`config.mk`:
```
export PLATFORM = sky130hd
export DESIGN_NAME = ex_stage
export DESIGN_NICKNAME = d
export VERILOG_FILES = /design/src/source/ex_pkg.sv /design/src/source/ex_stage.sv /design/src/source/ex_writeback_reg.sv /design/src/source/alu.sv /design/src/source/alu_chaos.sv /design/src/source/ex_issue_reg.sv /design/src/source/key_store.sv
export VERILOG_INCLUDE_DIRS = /design/src /design/src/source
export SDC_FILE = /design/constraint.sdc
export NUM_CORES = 1
export LEC_CHECK = 0
export CORE_ASPECT_RATIO = 2
export CORE_UTILIZATION = 55
export CTS_BUF_LIST = sky130_fd_sc_hd__clkbuf_16
export DETAILED_ROUTE_END_ITERATION = 8
export DONT_BUFFER_PORTS = 1
export GPL_TIMING_DRIVEN = 1
export PLACE_DENSITY = 0.7
export SLEW_MARGIN = 20
export SYNTH_ARGS = -nofsm -noshare
export SYNTH_HDL_FRONTEND = slang
export SYNTH_SLANG_ARGS = --single-unit
```
`constraint.sdc`:
```
create_clock -name clk -period 8.8 [get_ports clk]
set_input_delay 1.32 -clock clk [delete_from_list [all_inputs] [get_ports clk]]
set_output_delay 1.32 -clock clk [all_outputs]
set_load 0.03 [all_outputs]
```
`src/source/ex_config.svh`:
```
`ifndef EX_CONFIG_SVH
`define EX_CONFIG_SVH

// Datapath word width
`define EX_DATA_W 32

// Full ALU key, loaded as several data-sized words
`define EX_KEY_W 96
`define EX_KEY_WORDS 3

// Width of the ALU operation code
`define EX_OP_W 3

// Issue strobe to wb_valid, in clock cycles
`define EX_LATENCY 2

`endif
```
`src/source/ex_pkg.sv`:
```
`include "ex_config.svh"

package ex_pkg;

  ////////////////////////////////////////
  // Datapath types
  ////////////////////////////////////////

  // One data word of the core
  typedef logic [`EX_DATA_W-1:0] data_t;

  // Architectural register index, x0 to x31
  typedef logic [4:0] reg_idx_t;

  ////////////////////////////////////////
  // Key types
  ////////////////////////////////////////

  // Whole key as seen by the keyed ALU
  typedef logic [`EX_KEY_W-1:0] key_t;

  // One load word of the key
  typedef logic [`EX_KEY_W/`EX_KEY_WORDS-1:0] key_word_t;

  ////////////////////////////////////////
  // ALU operations
  ////////////////////////////////////////

  // Encoding matches the key field index
  typedef enum logic [`EX_OP_W-1:0] {
    op_add,
    op_sub,
    op_and,
    op_or,
    op_xor,
    op_sll,
    op_srl,
    op_sra
  } alu_op_e;

endpackage : ex_pkg

```
`src/source/ex_stage.sv`:
```
`timescale 1ns/1ps

module ex_stage import ex_pkg::*; (
  input  logic      clk,
  input  logic      rst_n,
  // Key load
  input  logic      key_load,
  input  key_word_t key_word,
  // Issue
  input  logic      issue_valid,
  input  data_t     op_a,
  input  data_t     op_b,
  input  data_t     pc,
  input  alu_op_e   alu_op,
  input  logic      is_lui,
  input  logic      is_auipc,
  input  logic      is_jal,
  input  logic      is_jalr,
  input  logic      is_compare,
  input  reg_idx_t  rd,
  // Writeback
  output logic      wb_valid,
  output data_t     wb_data,
  output logic      wb_comp,
  output reg_idx_t  wb_rd,
  output logic      wb_we
);

  key_t     key;

  // Issue register outputs
  logic     exec_valid;
  data_t    exec_a;
  data_t    exec_b;
  data_t    exec_pc;
  alu_op_e  exec_op;
  logic     exec_lui;
  logic     exec_auipc;
  logic     exec_jal;
  logic     exec_jalr;
  logic     exec_compare;
  reg_idx_t exec_rd;

  // ALU outputs
  data_t    res;
  logic     comp_res;

  ////////////////////////////////////////
  // Key path
  ////////////////////////////////////////

  key_store i_key_store (
    .clk      (clk),
    .rst_n    (rst_n),
    .key_load (key_load),
    .key_word (key_word),
    .key      (key)
  );

  ////////////////////////////////////////
  // Issue to execute
  ////////////////////////////////////////

  ex_issue_reg i_ex_issue_reg (
    .clk          (clk),
    .rst_n        (rst_n),
    .issue_valid  (issue_valid),
    .op_a         (op_a),
    .op_b         (op_b),
    .pc           (pc),
    .alu_op       (alu_op),
    .is_lui       (is_lui),
    .is_auipc     (is_auipc),
    .is_jal       (is_jal),
    .is_jalr      (is_jalr),
    .is_compare   (is_compare),
    .rd           (rd),
    .exec_valid   (exec_valid),
    .exec_a       (exec_a),
    .exec_b       (exec_b),
    .exec_pc      (exec_pc),
    .exec_op      (exec_op),
    .exec_lui     (exec_lui),
    .exec_auipc   (exec_auipc),
    .exec_jal     (exec_jal),
    .exec_jalr    (exec_jalr),
    .exec_compare (exec_compare),
    .exec_rd      (exec_rd)
  );

  // Combinational on the registered issue values
  alu i_alu (
    .a          (exec_a),
    .b          (exec_b),
    .pres_adr   (exec_pc),
    .alusel     (exec_op),
    .is_lui     (exec_lui),
    .is_auipc   (exec_auipc),
    .is_jal     (exec_jal),
    .is_jalr    (exec_jalr),
    .is_compare (exec_compare),
    .key        (key),
    .res        (res),
    .comp_res   (comp_res)
  );

  ////////////////////////////////////////
  // Execute to writeback
  ////////////////////////////////////////

  ex_writeback_reg i_ex_writeback_reg (
    .clk        (clk),
    .rst_n      (rst_n),
    .exec_valid (exec_valid),
    .res        (res),
    .comp_res   (comp_res),
    .exec_rd    (exec_rd),
    .wb_valid   (wb_valid),
    .wb_data    (wb_data),
    .wb_comp    (wb_comp),
    .wb_rd      (wb_rd),
    .wb_we      (wb_we)
  );

endmodule : ex_stage

```
`src/source/ex_writeback_reg.sv`:
```
`timescale 1ns/1ps

module ex_writeback_reg import ex_pkg::*; (
  input  logic     clk,
  input  logic     rst_n,
  input  logic     exec_valid,
  input  data_t    res,
  input  logic     comp_res,
  input  reg_idx_t exec_rd,
  output logic     wb_valid,
  output data_t    wb_data,
  output logic     wb_comp,
  output reg_idx_t wb_rd,
  output logic     wb_we
);

  ////////////////////////////////////////
  // Control
  ////////////////////////////////////////

  always_ff @(posedge clk) begin
    if (!rst_n) begin
      wb_valid <= 1'b0;
      wb_we    <= 1'b0;
    end else begin
      wb_valid <= exec_valid;
      // x0 is hard-wired zero, drop the write here
      wb_we    <= exec_valid && (exec_rd != '0);
    end
  end

  ////////////////////////////////////////
  // Payload
  ////////////////////////////////////////

  // Held until the next valid item
  always_ff @(posedge clk) begin
    if (exec_valid) begin
      wb_data <= res;
      wb_comp <= comp_res;
      wb_rd   <= exec_rd;
    end
  end

endmodule : ex_writeback_reg

```
`src/source/alu.sv`:
```
`timescale 1ns/1ps

module alu import ex_pkg::*; (
  input  data_t   a,
  input  data_t   b,
  // PC of the instruction in execute
  input  data_t   pres_adr,
  input  alu_op_e alusel,
  input  logic    is_lui,
  input  logic    is_auipc,
  input  logic    is_jal,
  input  logic    is_jalr,
  input  logic    is_compare,
  input  key_t    key,
  output data_t   res,
  output logic    comp_res
);

  // Keyed functional unit result
  data_t s;

  // Unsigned less-than, always produced
  assign comp_res = (a < b);

  alu_chaos i_alu_chaos (
    .a      (a),
    .b      (b),
    .opcode (alusel),
    .key    (key),
    .y      (s)
  );

  ////////////////////////////////////////
  // Result select
  ////////////////////////////////////////

  // Priority LUI, AUIPC, JAL, JALR, compare, keyed result
  always_comb begin
    if (is_lui) begin
      res = b;
    end else if (is_auipc) begin
      // Only the low 12 PC bits enter the sum
      res = b + data_t'(pres_adr[11:0]);
    end else if (is_jal) begin
      // Link address
      res = pres_adr + data_t'(4);
    end else if (is_jalr) begin
      res = pres_adr;
    end else if (is_compare && comp_res) begin
      res = data_t'(1);
    end else begin
      // Compare false also falls through to here
      res = s;
    end
  end

endmodule : alu

```
`src/source/alu_chaos.sv`:
```
`timescale 1ns/1ps
`include "ex_config.svh"

module alu_chaos import ex_pkg::*; (
  input  data_t   a,
  input  data_t   b,
  input  alu_op_e opcode,
  input  key_t    key,
  output data_t   y
);

  // Key field layout
  localparam int op_field_w = `EX_OP_W;
  localparam int rot_lsb    = 24;
  localparam int rot_w      = $clog2(`EX_DATA_W);
  localparam int b_mask_lsb = 32;
  localparam int y_mask_lsb = 64;

  alu_op_e                 eff_op;
  logic [rot_w-1:0]        rot;
  logic [rot_w-1:0]        shamt;
  data_t                   b_mask;
  data_t                   y_mask;
  data_t                   b_eff;
  data_t                   raw;
  logic [2*`EX_DATA_W-1:0] rot_wide;

  ////////////////////////////////////////
  // Key decode
  ////////////////////////////////////////

  // Field n holds the op really run for requested op n
  assign eff_op = alu_op_e'(key[opcode*op_field_w +: op_field_w]);

  // Result rotation, bits 31:29 unused
  assign rot    = key[rot_lsb +: rot_w];

  // Data masks
  assign b_mask = key[b_mask_lsb +: `EX_DATA_W];
  assign y_mask = key[y_mask_lsb +: `EX_DATA_W];

  ////////////////////////////////////////
  // Operation
  ////////////////////////////////////////

  assign b_eff = b ^ b_mask;

  // Shifts take the low bits of the masked operand
  assign shamt = b_eff[rot_w-1:0];

  always_comb begin
    case (eff_op)
      op_add:  raw = a + b_eff;
      op_sub:  raw = a - b_eff;
      op_and:  raw = a & b_eff;
      op_or:   raw = a | b_eff;
      op_xor:  raw = a ^ b_eff;
      op_sll:  raw = a << shamt;
      op_srl:  raw = a >> shamt;
      // Arithmetic shift keeps the sign
      op_sra:  raw = $signed(a) >>> shamt;
      default: raw = a + b_eff;
    endcase
  end

  ////////////////////////////////////////
  // Output scrambling
  ////////////////////////////////////////

  // Rotate left via a doubled word, upper half is the result
  assign rot_wide = {raw, raw} << rot;

  assign y = rot_wide[2*`EX_DATA_W-1:`EX_DATA_W] ^ y_mask;

endmodule : alu_chaos

```
`src/source/ex_issue_reg.sv`:
```
`timescale 1ns/1ps

module ex_issue_reg import ex_pkg::*; (
  input  logic     clk,
  input  logic     rst_n,
  // Issue side
  input  logic     issue_valid,
  input  data_t    op_a,
  input  data_t    op_b,
  input  data_t    pc,
  input  alu_op_e  alu_op,
  input  logic     is_lui,
  input  logic     is_auipc,
  input  logic     is_jal,
  input  logic     is_jalr,
  input  logic     is_compare,
  input  reg_idx_t rd,
  // Execute side
  output logic     exec_valid,
  output data_t    exec_a,
  output data_t    exec_b,
  output data_t    exec_pc,
  output alu_op_e  exec_op,
  output logic     exec_lui,
  output logic     exec_auipc,
  output logic     exec_jal,
  output logic     exec_jalr,
  output logic     exec_compare,
  output reg_idx_t exec_rd
);

  ////////////////////////////////////////
  // Valid bit
  ////////////////////////////////////////

  // High for exactly one cycle per issue strobe
  always_ff @(posedge clk) begin
    if (!rst_n) begin
      exec_valid <= 1'b0;
    end else begin
      exec_valid <= issue_valid;
    end
  end

  ////////////////////////////////////////
  // Payload
  ////////////////////////////////////////

  // Only meaningful while exec_valid is high
  always_ff @(posedge clk) begin
    if (issue_valid) begin
      exec_a       <= op_a;
      exec_b       <= op_b;
      exec_pc      <= pc;
      exec_op      <= alu_op;
      // Special-case flags from decode
      exec_lui     <= is_lui;
      exec_auipc   <= is_auipc;
      exec_jal     <= is_jal;
      exec_jalr    <= is_jalr;
      exec_compare <= is_compare;
      exec_rd      <= rd;
    end
  end

endmodule : ex_issue_reg

```
`src/source/key_store.sv`:
```
`timescale 1ns/1ps
`include "ex_config.svh"

module key_store import ex_pkg::*; (
  input  logic      clk,
  input  logic      rst_n,
  input  logic      key_load,
  input  key_word_t key_word,
  output key_t      key
);

  // Bits kept from the old key on each load
  localparam int keep_w = `EX_KEY_W - $bits(key_word_t);

  ////////////////////////////////////////
  // Key register
  ////////////////////////////////////////

  key_t key_q;

  // Zero key after reset
  // Every field maps to ADD, no rotation, no masks
  always_ff @(posedge clk) begin
    if (!rst_n) begin
      key_q <= '0;
    end else if (key_load) begin
      // Older words move up, newest word enters at the bottom
      // First of three words ends in the top word
      key_q <= {key_q[keep_w-1:0], key_word};
    end
  end

  // Visible to the ALU the cycle after the strobe
  assign key = key_q;

endmodule : key_store

```
==> impl_metrics.env, run 1 <==
export IMPL_run_status="did not finish"
export IMPL_post_synth_most_frequent_cells="214 x sky130_fd_sc_hd__nand2_1, 201 x sky130_fd_sc_hd__mux2i_1, 173 x sky130_fd_sc_hd__nor2_1, 164 x sky130_fd_sc_hd__a21oi_1, 147 x sky130_fd_sc_hd__edfxtp_1"
export IMPL_die_w_um=150
export IMPL_die_h_um=297
export IMPL_post_synth_main_area_contributors="sky130_fd_sc_hd__edfxtp_1 18%, sky130_fd_sc_hd__mux2i_1 8.4%, sky130_fd_sc_hd__dfxtp_1 8.3%, sky130_fd_sc_hd__ha_1 7.4%, sky130_fd_sc_hd__mux4_2 5.9%"
export IMPL_initial_utilization_pct=56.0
export IMPL_yosys_cell_count_top_type="sky130_fd_sc_hd__nand2_1"
export IMPL_clockBufferDepth=3
export IMPL_placement_rows=107
export IMPL_cts_buffers=21
export IMPL_gr_overflow_total=261
export IMPL_yosysWarnings=0
export IMPL_post_cts_repair_setup_buffers=0
export IMPL_grt_max_degree=111
export IMPL_first_global_vias=29100
export IMPL_place_congestion=1.18
export IMPL_placed_area_um2=24500
export IMPL_root_buffer="sky130_fd_sc_hd__clkbuf_16"
export IMPL_placed_cells=3219
export IMPL_error_line="[ERROR GRT-0116] Global routing finished with congestion. Check the congestion regions in the DRC Viewer."
export IMPL_global_route_wire_length_before_repair_um=224000
export IMPL_synth_edff_count=147
export IMPL_post_synth_instance_area_um2=24000
export IMPL_total_global_routing_track_utilization_pct=68.2
export IMPL_netlist_cell_type_count=99
export IMPL_synth_sequential_area_ratio_pct=26.7
export IMPL_synth_fp_nets=3066
export IMPL_buffer_ports_inserted=0
export IMPL_synth_area_per_cell_um2=8.63
export IMPL_synth_ff_latch_count=246
export IMPL_post_synth_top_area_share_pct=18.4
export IMPL_post_cts_resized=0
export IMPL_clock_tree_htree_level_count=1
export IMPL_cts_hold_buffers_added=0
export IMPL_lastStage="global routing"
export IMPL_clock_sinks=246
export IMPL_synth_async_sr_flop_share_pct=0
export IMPL_io_pins=185
export IMPL_synth_main_ff_cell="sky130_fd_sc_hd__edfxtp_1"
export IMPL_synth_cells=2778
export IMPL_synthDominantAreaCellType="sky130_fd_sc_hd__edfxtp_1"
export IMPL_dpl_hpwl_um=95300
## stage by stage
step	setup slack, ns	hold slack [ns]	util [%]
floorplan	2.49	0.417	-
global placement	1.49	0.425	57.3
detailed placement	1.46	0.439	57.3
CTS	1.44	0.456	58.8
## logic make-up after synthesis
| group | count (synthesis) | share of synthesized area [%] |
|---|---|---|
| mux | 269 | 14.6 |
| buf+inv | 314 | 5.42 |
| flops | 246 | 26.7 |
| compound gates | 834 | 23.6 |
| simple gates | 852 | 17.7 |
| xor+xnor | 120 | 4.57 |
| fa+ha+maj | 143 | 7.52 |
## per-layer routing
layer,GRT usage [%],overflow
met5,7.95,0
met4,69.4,101
met3,45.5,2
met2,89.6,157
met1,68.4,1
==> inputs of run 2 (changes only) <==
--- a/config.mk
+++ b/config.mk
@@ -6,13 +6,11 @@
 export SDC_FILE = /design/constraint.sdc
 export NUM_CORES = 1
 export LEC_CHECK = 0
-export CORE_ASPECT_RATIO = 2
-export CORE_UTILIZATION = 55
-export CTS_BUF_LIST = sky130_fd_sc_hd__clkbuf_16
+export CORE_UTILIZATION = 40
 export DETAILED_ROUTE_END_ITERATION = 8
 export DONT_BUFFER_PORTS = 1
 export GPL_TIMING_DRIVEN = 1
-export PLACE_DENSITY = 0.7
+export PLACE_DENSITY_LB_ADDON = 0.15
 export SLEW_MARGIN = 20
 export SYNTH_ARGS = -nofsm -noshare
 export SYNTH_HDL_FRONTEND = slang
==> run 2 against run 1 <==
  * The run now ends clean
  * Synthesized area is the same
  * Synthesized cell count is the same
==> impl_metrics.env, run 2 <==
export IMPL_post_route_util_pct=43.5
export IMPL_synth_sequential_area_ratio_pct=26.7
export IMPL_post_synth_most_frequent_cells="214 x sky130_fd_sc_hd__nand2_1, 201 x sky130_fd_sc_hd__mux2i_1, 173 x sky130_fd_sc_hd__nor2_1, 164 x sky130_fd_sc_hd__a21oi_1, 147 x sky130_fd_sc_hd__edfxtp_1"
export IMPL_min_delay_start="i_ex_issue_reg.exec_rd[4]"
export IMPL_critical_path_reg2reg_startpoint="i_ex_issue_reg.exec_b[5]"
export IMPL_fin_nets=2991
export IMPL_groute_layer_met1_usage_pct=53.6
export IMPL_placement_rows=89
export IMPL_synth_ff_latch_count=246
export IMPL_post_synth_top_area_share_pct=18.4
export IMPL_power_leakage_uw=0.00986
export IMPL_synthToLayoutAreaGrowth_pct=7.35
export IMPL_worst_slack_ns=1.19
export IMPL_maxCapViolCount=0
export IMPL_synth_async_sr_flop_share_pct=0
export IMPL_post_synth_main_area_contributors="sky130_fd_sc_hd__edfxtp_1 18%, sky130_fd_sc_hd__mux2i_1 8.4%, sky130_fd_sc_hd__dfxtp_1 8.3%, sky130_fd_sc_hd__ha_1 7.4%, sky130_fd_sc_hd__mux4_2 5.9%"
export IMPL_buffer_ports_inserted=0
export IMPL_clock_tree_htree_level_count=1
export IMPL_post_cts_repair_setup_buffers=0
export IMPL_cts_reportedPaths_clkPinSlew_ns=0.06
export IMPL_first_global_vias=22700
export IMPL_root_buffer="sky130_fd_sc_hd__clkbuf_16"
export IMPL_min_delay_worst_endpoint="i_ex_writeback_reg.wb_rd[4]"
export IMPL_rsz0062_at_grt="no"
export IMPL_coreArea_um2=59100
export IMPL_run_status="completed"
export IMPL_worstPathArrival_ns=8.00
export IMPL_clock_sinks=246
export IMPL_grt_busiest_layer="met2"
export IMPL_die_area_um2=60900
export IMPL_timing_fmax_mhz=131
export IMPL_yosysWarnings=0
export IMPL_grt_max_degree=111
export IMPL_reg2regPathDepth=21
export IMPL_drt_wirelength_per_cell_um=35.1
export IMPL_timing_critical_path_required_ns=9.19
export IMPL_global_route_wire_length_before_repair_um=172000
export IMPL_synthDominantAreaCellType="sky130_fd_sc_hd__edfxtp_1"
export IMPL_ff2ff_setup_slack_ns=1.19
export IMPL_maxSlewViolCount=0
export IMPL_synth_fp_nets=3066
export IMPL_finalHoldWorstSlack_ns=0.455
export IMPL_cell_mode_on_critical_path="sky130_fd_sc_hd__nand2_1"
export IMPL_critical_path_slowest_cell="sky130_fd_sc_hd__xnor2_1"
export IMPL_critPathMaxStageDelay_ns=0.79
export IMPL_finalPower_uw=5500
export IMPL_critical_path_startpoint_type="flip-flop"
export IMPL_cts_tree="yes"
export IMPL_layout_common_cells="214 x sky130_fd_sc_hd__nand2_1, 201 x sky130_fd_sc_hd__mux2i_1, 170 x sky130_fd_sc_hd__nor2_1"
export IMPL_criticalPathCategory="flip-flop to flip-flop"
export IMPL_synth_main_ff_cell="sky130_fd_sc_hd__edfxtp_1"
export IMPL_post_detailed_route_via_to_cell_ratio=7.01
export IMPL_final_period_utilization_pct=86.5
export IMPL_final_setup_viol_count=0
export IMPL_timing_critical_path_cells="xnor2_1 > inv_1 > nor4_1 > and4_1 > nand2_1 > o31ai_1 > xnor2_1 > ha_1 > nand4_1 > or3_1 > or3_1 > o22ai_1 > mux2i_1 > nand2_1 > a32oi_1 > o221ai_1 > nand2_1 > o221ai_1 > nor3_1 > xor2_1 > a221oi_1"
export IMPL_timing_final_crit_period_ns=7.61
export IMPL_dpl_hpwl_um=93200
export IMPL_initial_utilization_pct=40.6
export IMPL_post_synth_instance_area_um2=24000
export IMPL_worst_path_max_fanout=7
export IMPL_synth_edff_count=147
export IMPL_tightestPinTransition_ns=1.13
export IMPL_grt_met3_usage_pct=8.57
export IMPL_synth_area_per_cell_um2=8.63
export IMPL_met2_usage_pct=59.0
export IMPL_finalHoldViolations=0
export IMPL_totalWireLength_um=123000
export IMPL_yosys_cell_count_top_type="sky130_fd_sc_hd__nand2_1"
export IMPL_gr_overflow_total=0
export IMPL_die_h_um=247
export IMPL_largest_register_ff_count=96
export IMPL_vdd_ir_drop_worst_mv=0.163
export IMPL_pre_cts_ws_ns=1.49
export IMPL_timing_hold_worst_path_depth=0
export IMPL_detailedRoute_firstIterationViolations=3560
export IMPL_final_setup_tns_ns=0
export IMPL_antenna_violations_before_repair=6
export IMPL_cts_buffers=28
export IMPL_synth_cells=2778
export IMPL_cts_hold_buffers_added=0
export IMPL_crit_path_end_kind="flip-flop"
export IMPL_post_route_cells_drive_above_1_share_pct=8.96
export IMPL_relSlewSlack_pct=24.5
export IMPL_insertion_delay_of_the_later_clocked_pin_in_the_worst_skew_pair_ns=0.58
export IMPL_power_density_nw_per_um2=213
export IMPL_final_common_cell="sky130_fd_sc_hd__nand2_1"
export IMPL_worst_clock_skew_ns=0.0263
export IMPL_die_w_um=247
export IMPL_place_congestion=1.05
export IMPL_netlist_cell_type_count=99
export IMPL_total_global_routing_track_utilization_pct=39.5
export IMPL_clockBufferDepth=3
export IMPL_detailroute_via_count=24500
export IMPL_detail_route_drc_violations=0
export IMPL_drtPass1Iterations=7
export IMPL_io_pins=185
export IMPL_antenna_left=0
export IMPL_post_cts_resized=0
export IMPL_holdCritPathClass="flip-flop to flip-flop"
export IMPL_r2r_end="i_ex_writeback_reg.wb_data[9]"
-- run 2: cell counts after synthesis --
Identical to the previous run, type by type.
-- run 2: cells by family after synthesis --
family / Yosys count / share of synthesized area (%)
muxes: 269 / 14.6
xor gates and xnor gates: 120 / 4.57
and+or+nand+nor: 852 / 17.7
buffers and inverters: 314 / 5.42
AOI/OAI and AO/OA: 834 / 23.6
adders and majority gates: 143 / 7.52
DFF: 246 / 26.7
-- run 2: report_power, final --
group          leakage [uW]  internal [uW]  switching (uW)  total (uW)
clock              0.000460            703             494        1200
sequential          0.00223           1310             170        1480
combinational       0.00717            927            1890        2820
total               0.00986           2940            2550        5500
-- run 2: per-stage QoR --
| stage | std cells | area (um^2) |
|---|---|---|
| 2_1_floorplan | 2778 | 24000 |
| 3_3_place_gp | 3446 | 24800 |
| 3_5_place_dp | 3446 | 24800 |
| 4_1_cts | 3496 | 25700 |
| 5_1_grt | 3496 | 25700 |
| 6_report | 3498 | 25800 |
-- run 2: worst max path at each step --
stage / start / endpoint / slack (ns) / cells past startpoint
3_3_place_gp: i_ex_issue_reg.exec_op[0] / i_ex_writeback_reg.wb_data[13] / 1.52 / 23
4_1_cts: i_ex_issue_reg.exec_op[0] / i_ex_writeback_reg.wb_data[10] / 1.47 / 22
5_1_grt: i_ex_issue_reg.exec_op[0] / i_ex_writeback_reg.wb_data[10] / 0.98 / 22
6_report: i_ex_issue_reg.exec_b[5] / i_ex_writeback_reg.wb_data[9] / 1.19 / 21
3_5_place_dp: i_ex_issue_reg.exec_op[0] / i_ex_writeback_reg.wb_data[10] / 1.49 / 22
2_1_floorplan: i_ex_issue_reg.exec_op[0] / i_ex_writeback_reg.wb_data[7] / 2.49 / 28
-- run 2: layer usage --
layer	up-vias	part of all wire (%)	wire length [um]
met2	1651	43	52700
met4	6	5.7	6940
li1	10500	-	-
met1	12100	41	50700
met3	293	10	12500
met5	-	0.033	40
-- run 2: critical path: cells and delay by family (launching register included) --
kind                     cells  cell delay, ns
adder cells (fa/ha/maj)      1            0.46
AO/OA/AOI/OAI                6            1.86
flip-flops                   1            0.50
buffers and inverters        1            0.25
multiplexers                 1            0.28
XOR/XNOR                     3            1.04
AND/OR/NAND/NOR              9            3.04
-- run 2: layout make-up --
cell class / count / area [um^2]
Clock buffer: 36 / 771
Inverter: 121 / 457
Clock inverter: 14 / 160
Sequential cell: 246 / 6400
Tap cell: 773 / 967
Antenna cell: 2 / 5.00
Multi-Input combinational cell: 2218 / 16300
Timing Repair Buffer: 88 / 661
Fill cell: 5973 / 33400
No activity file was read; power rests on OpenSTA's default activity.
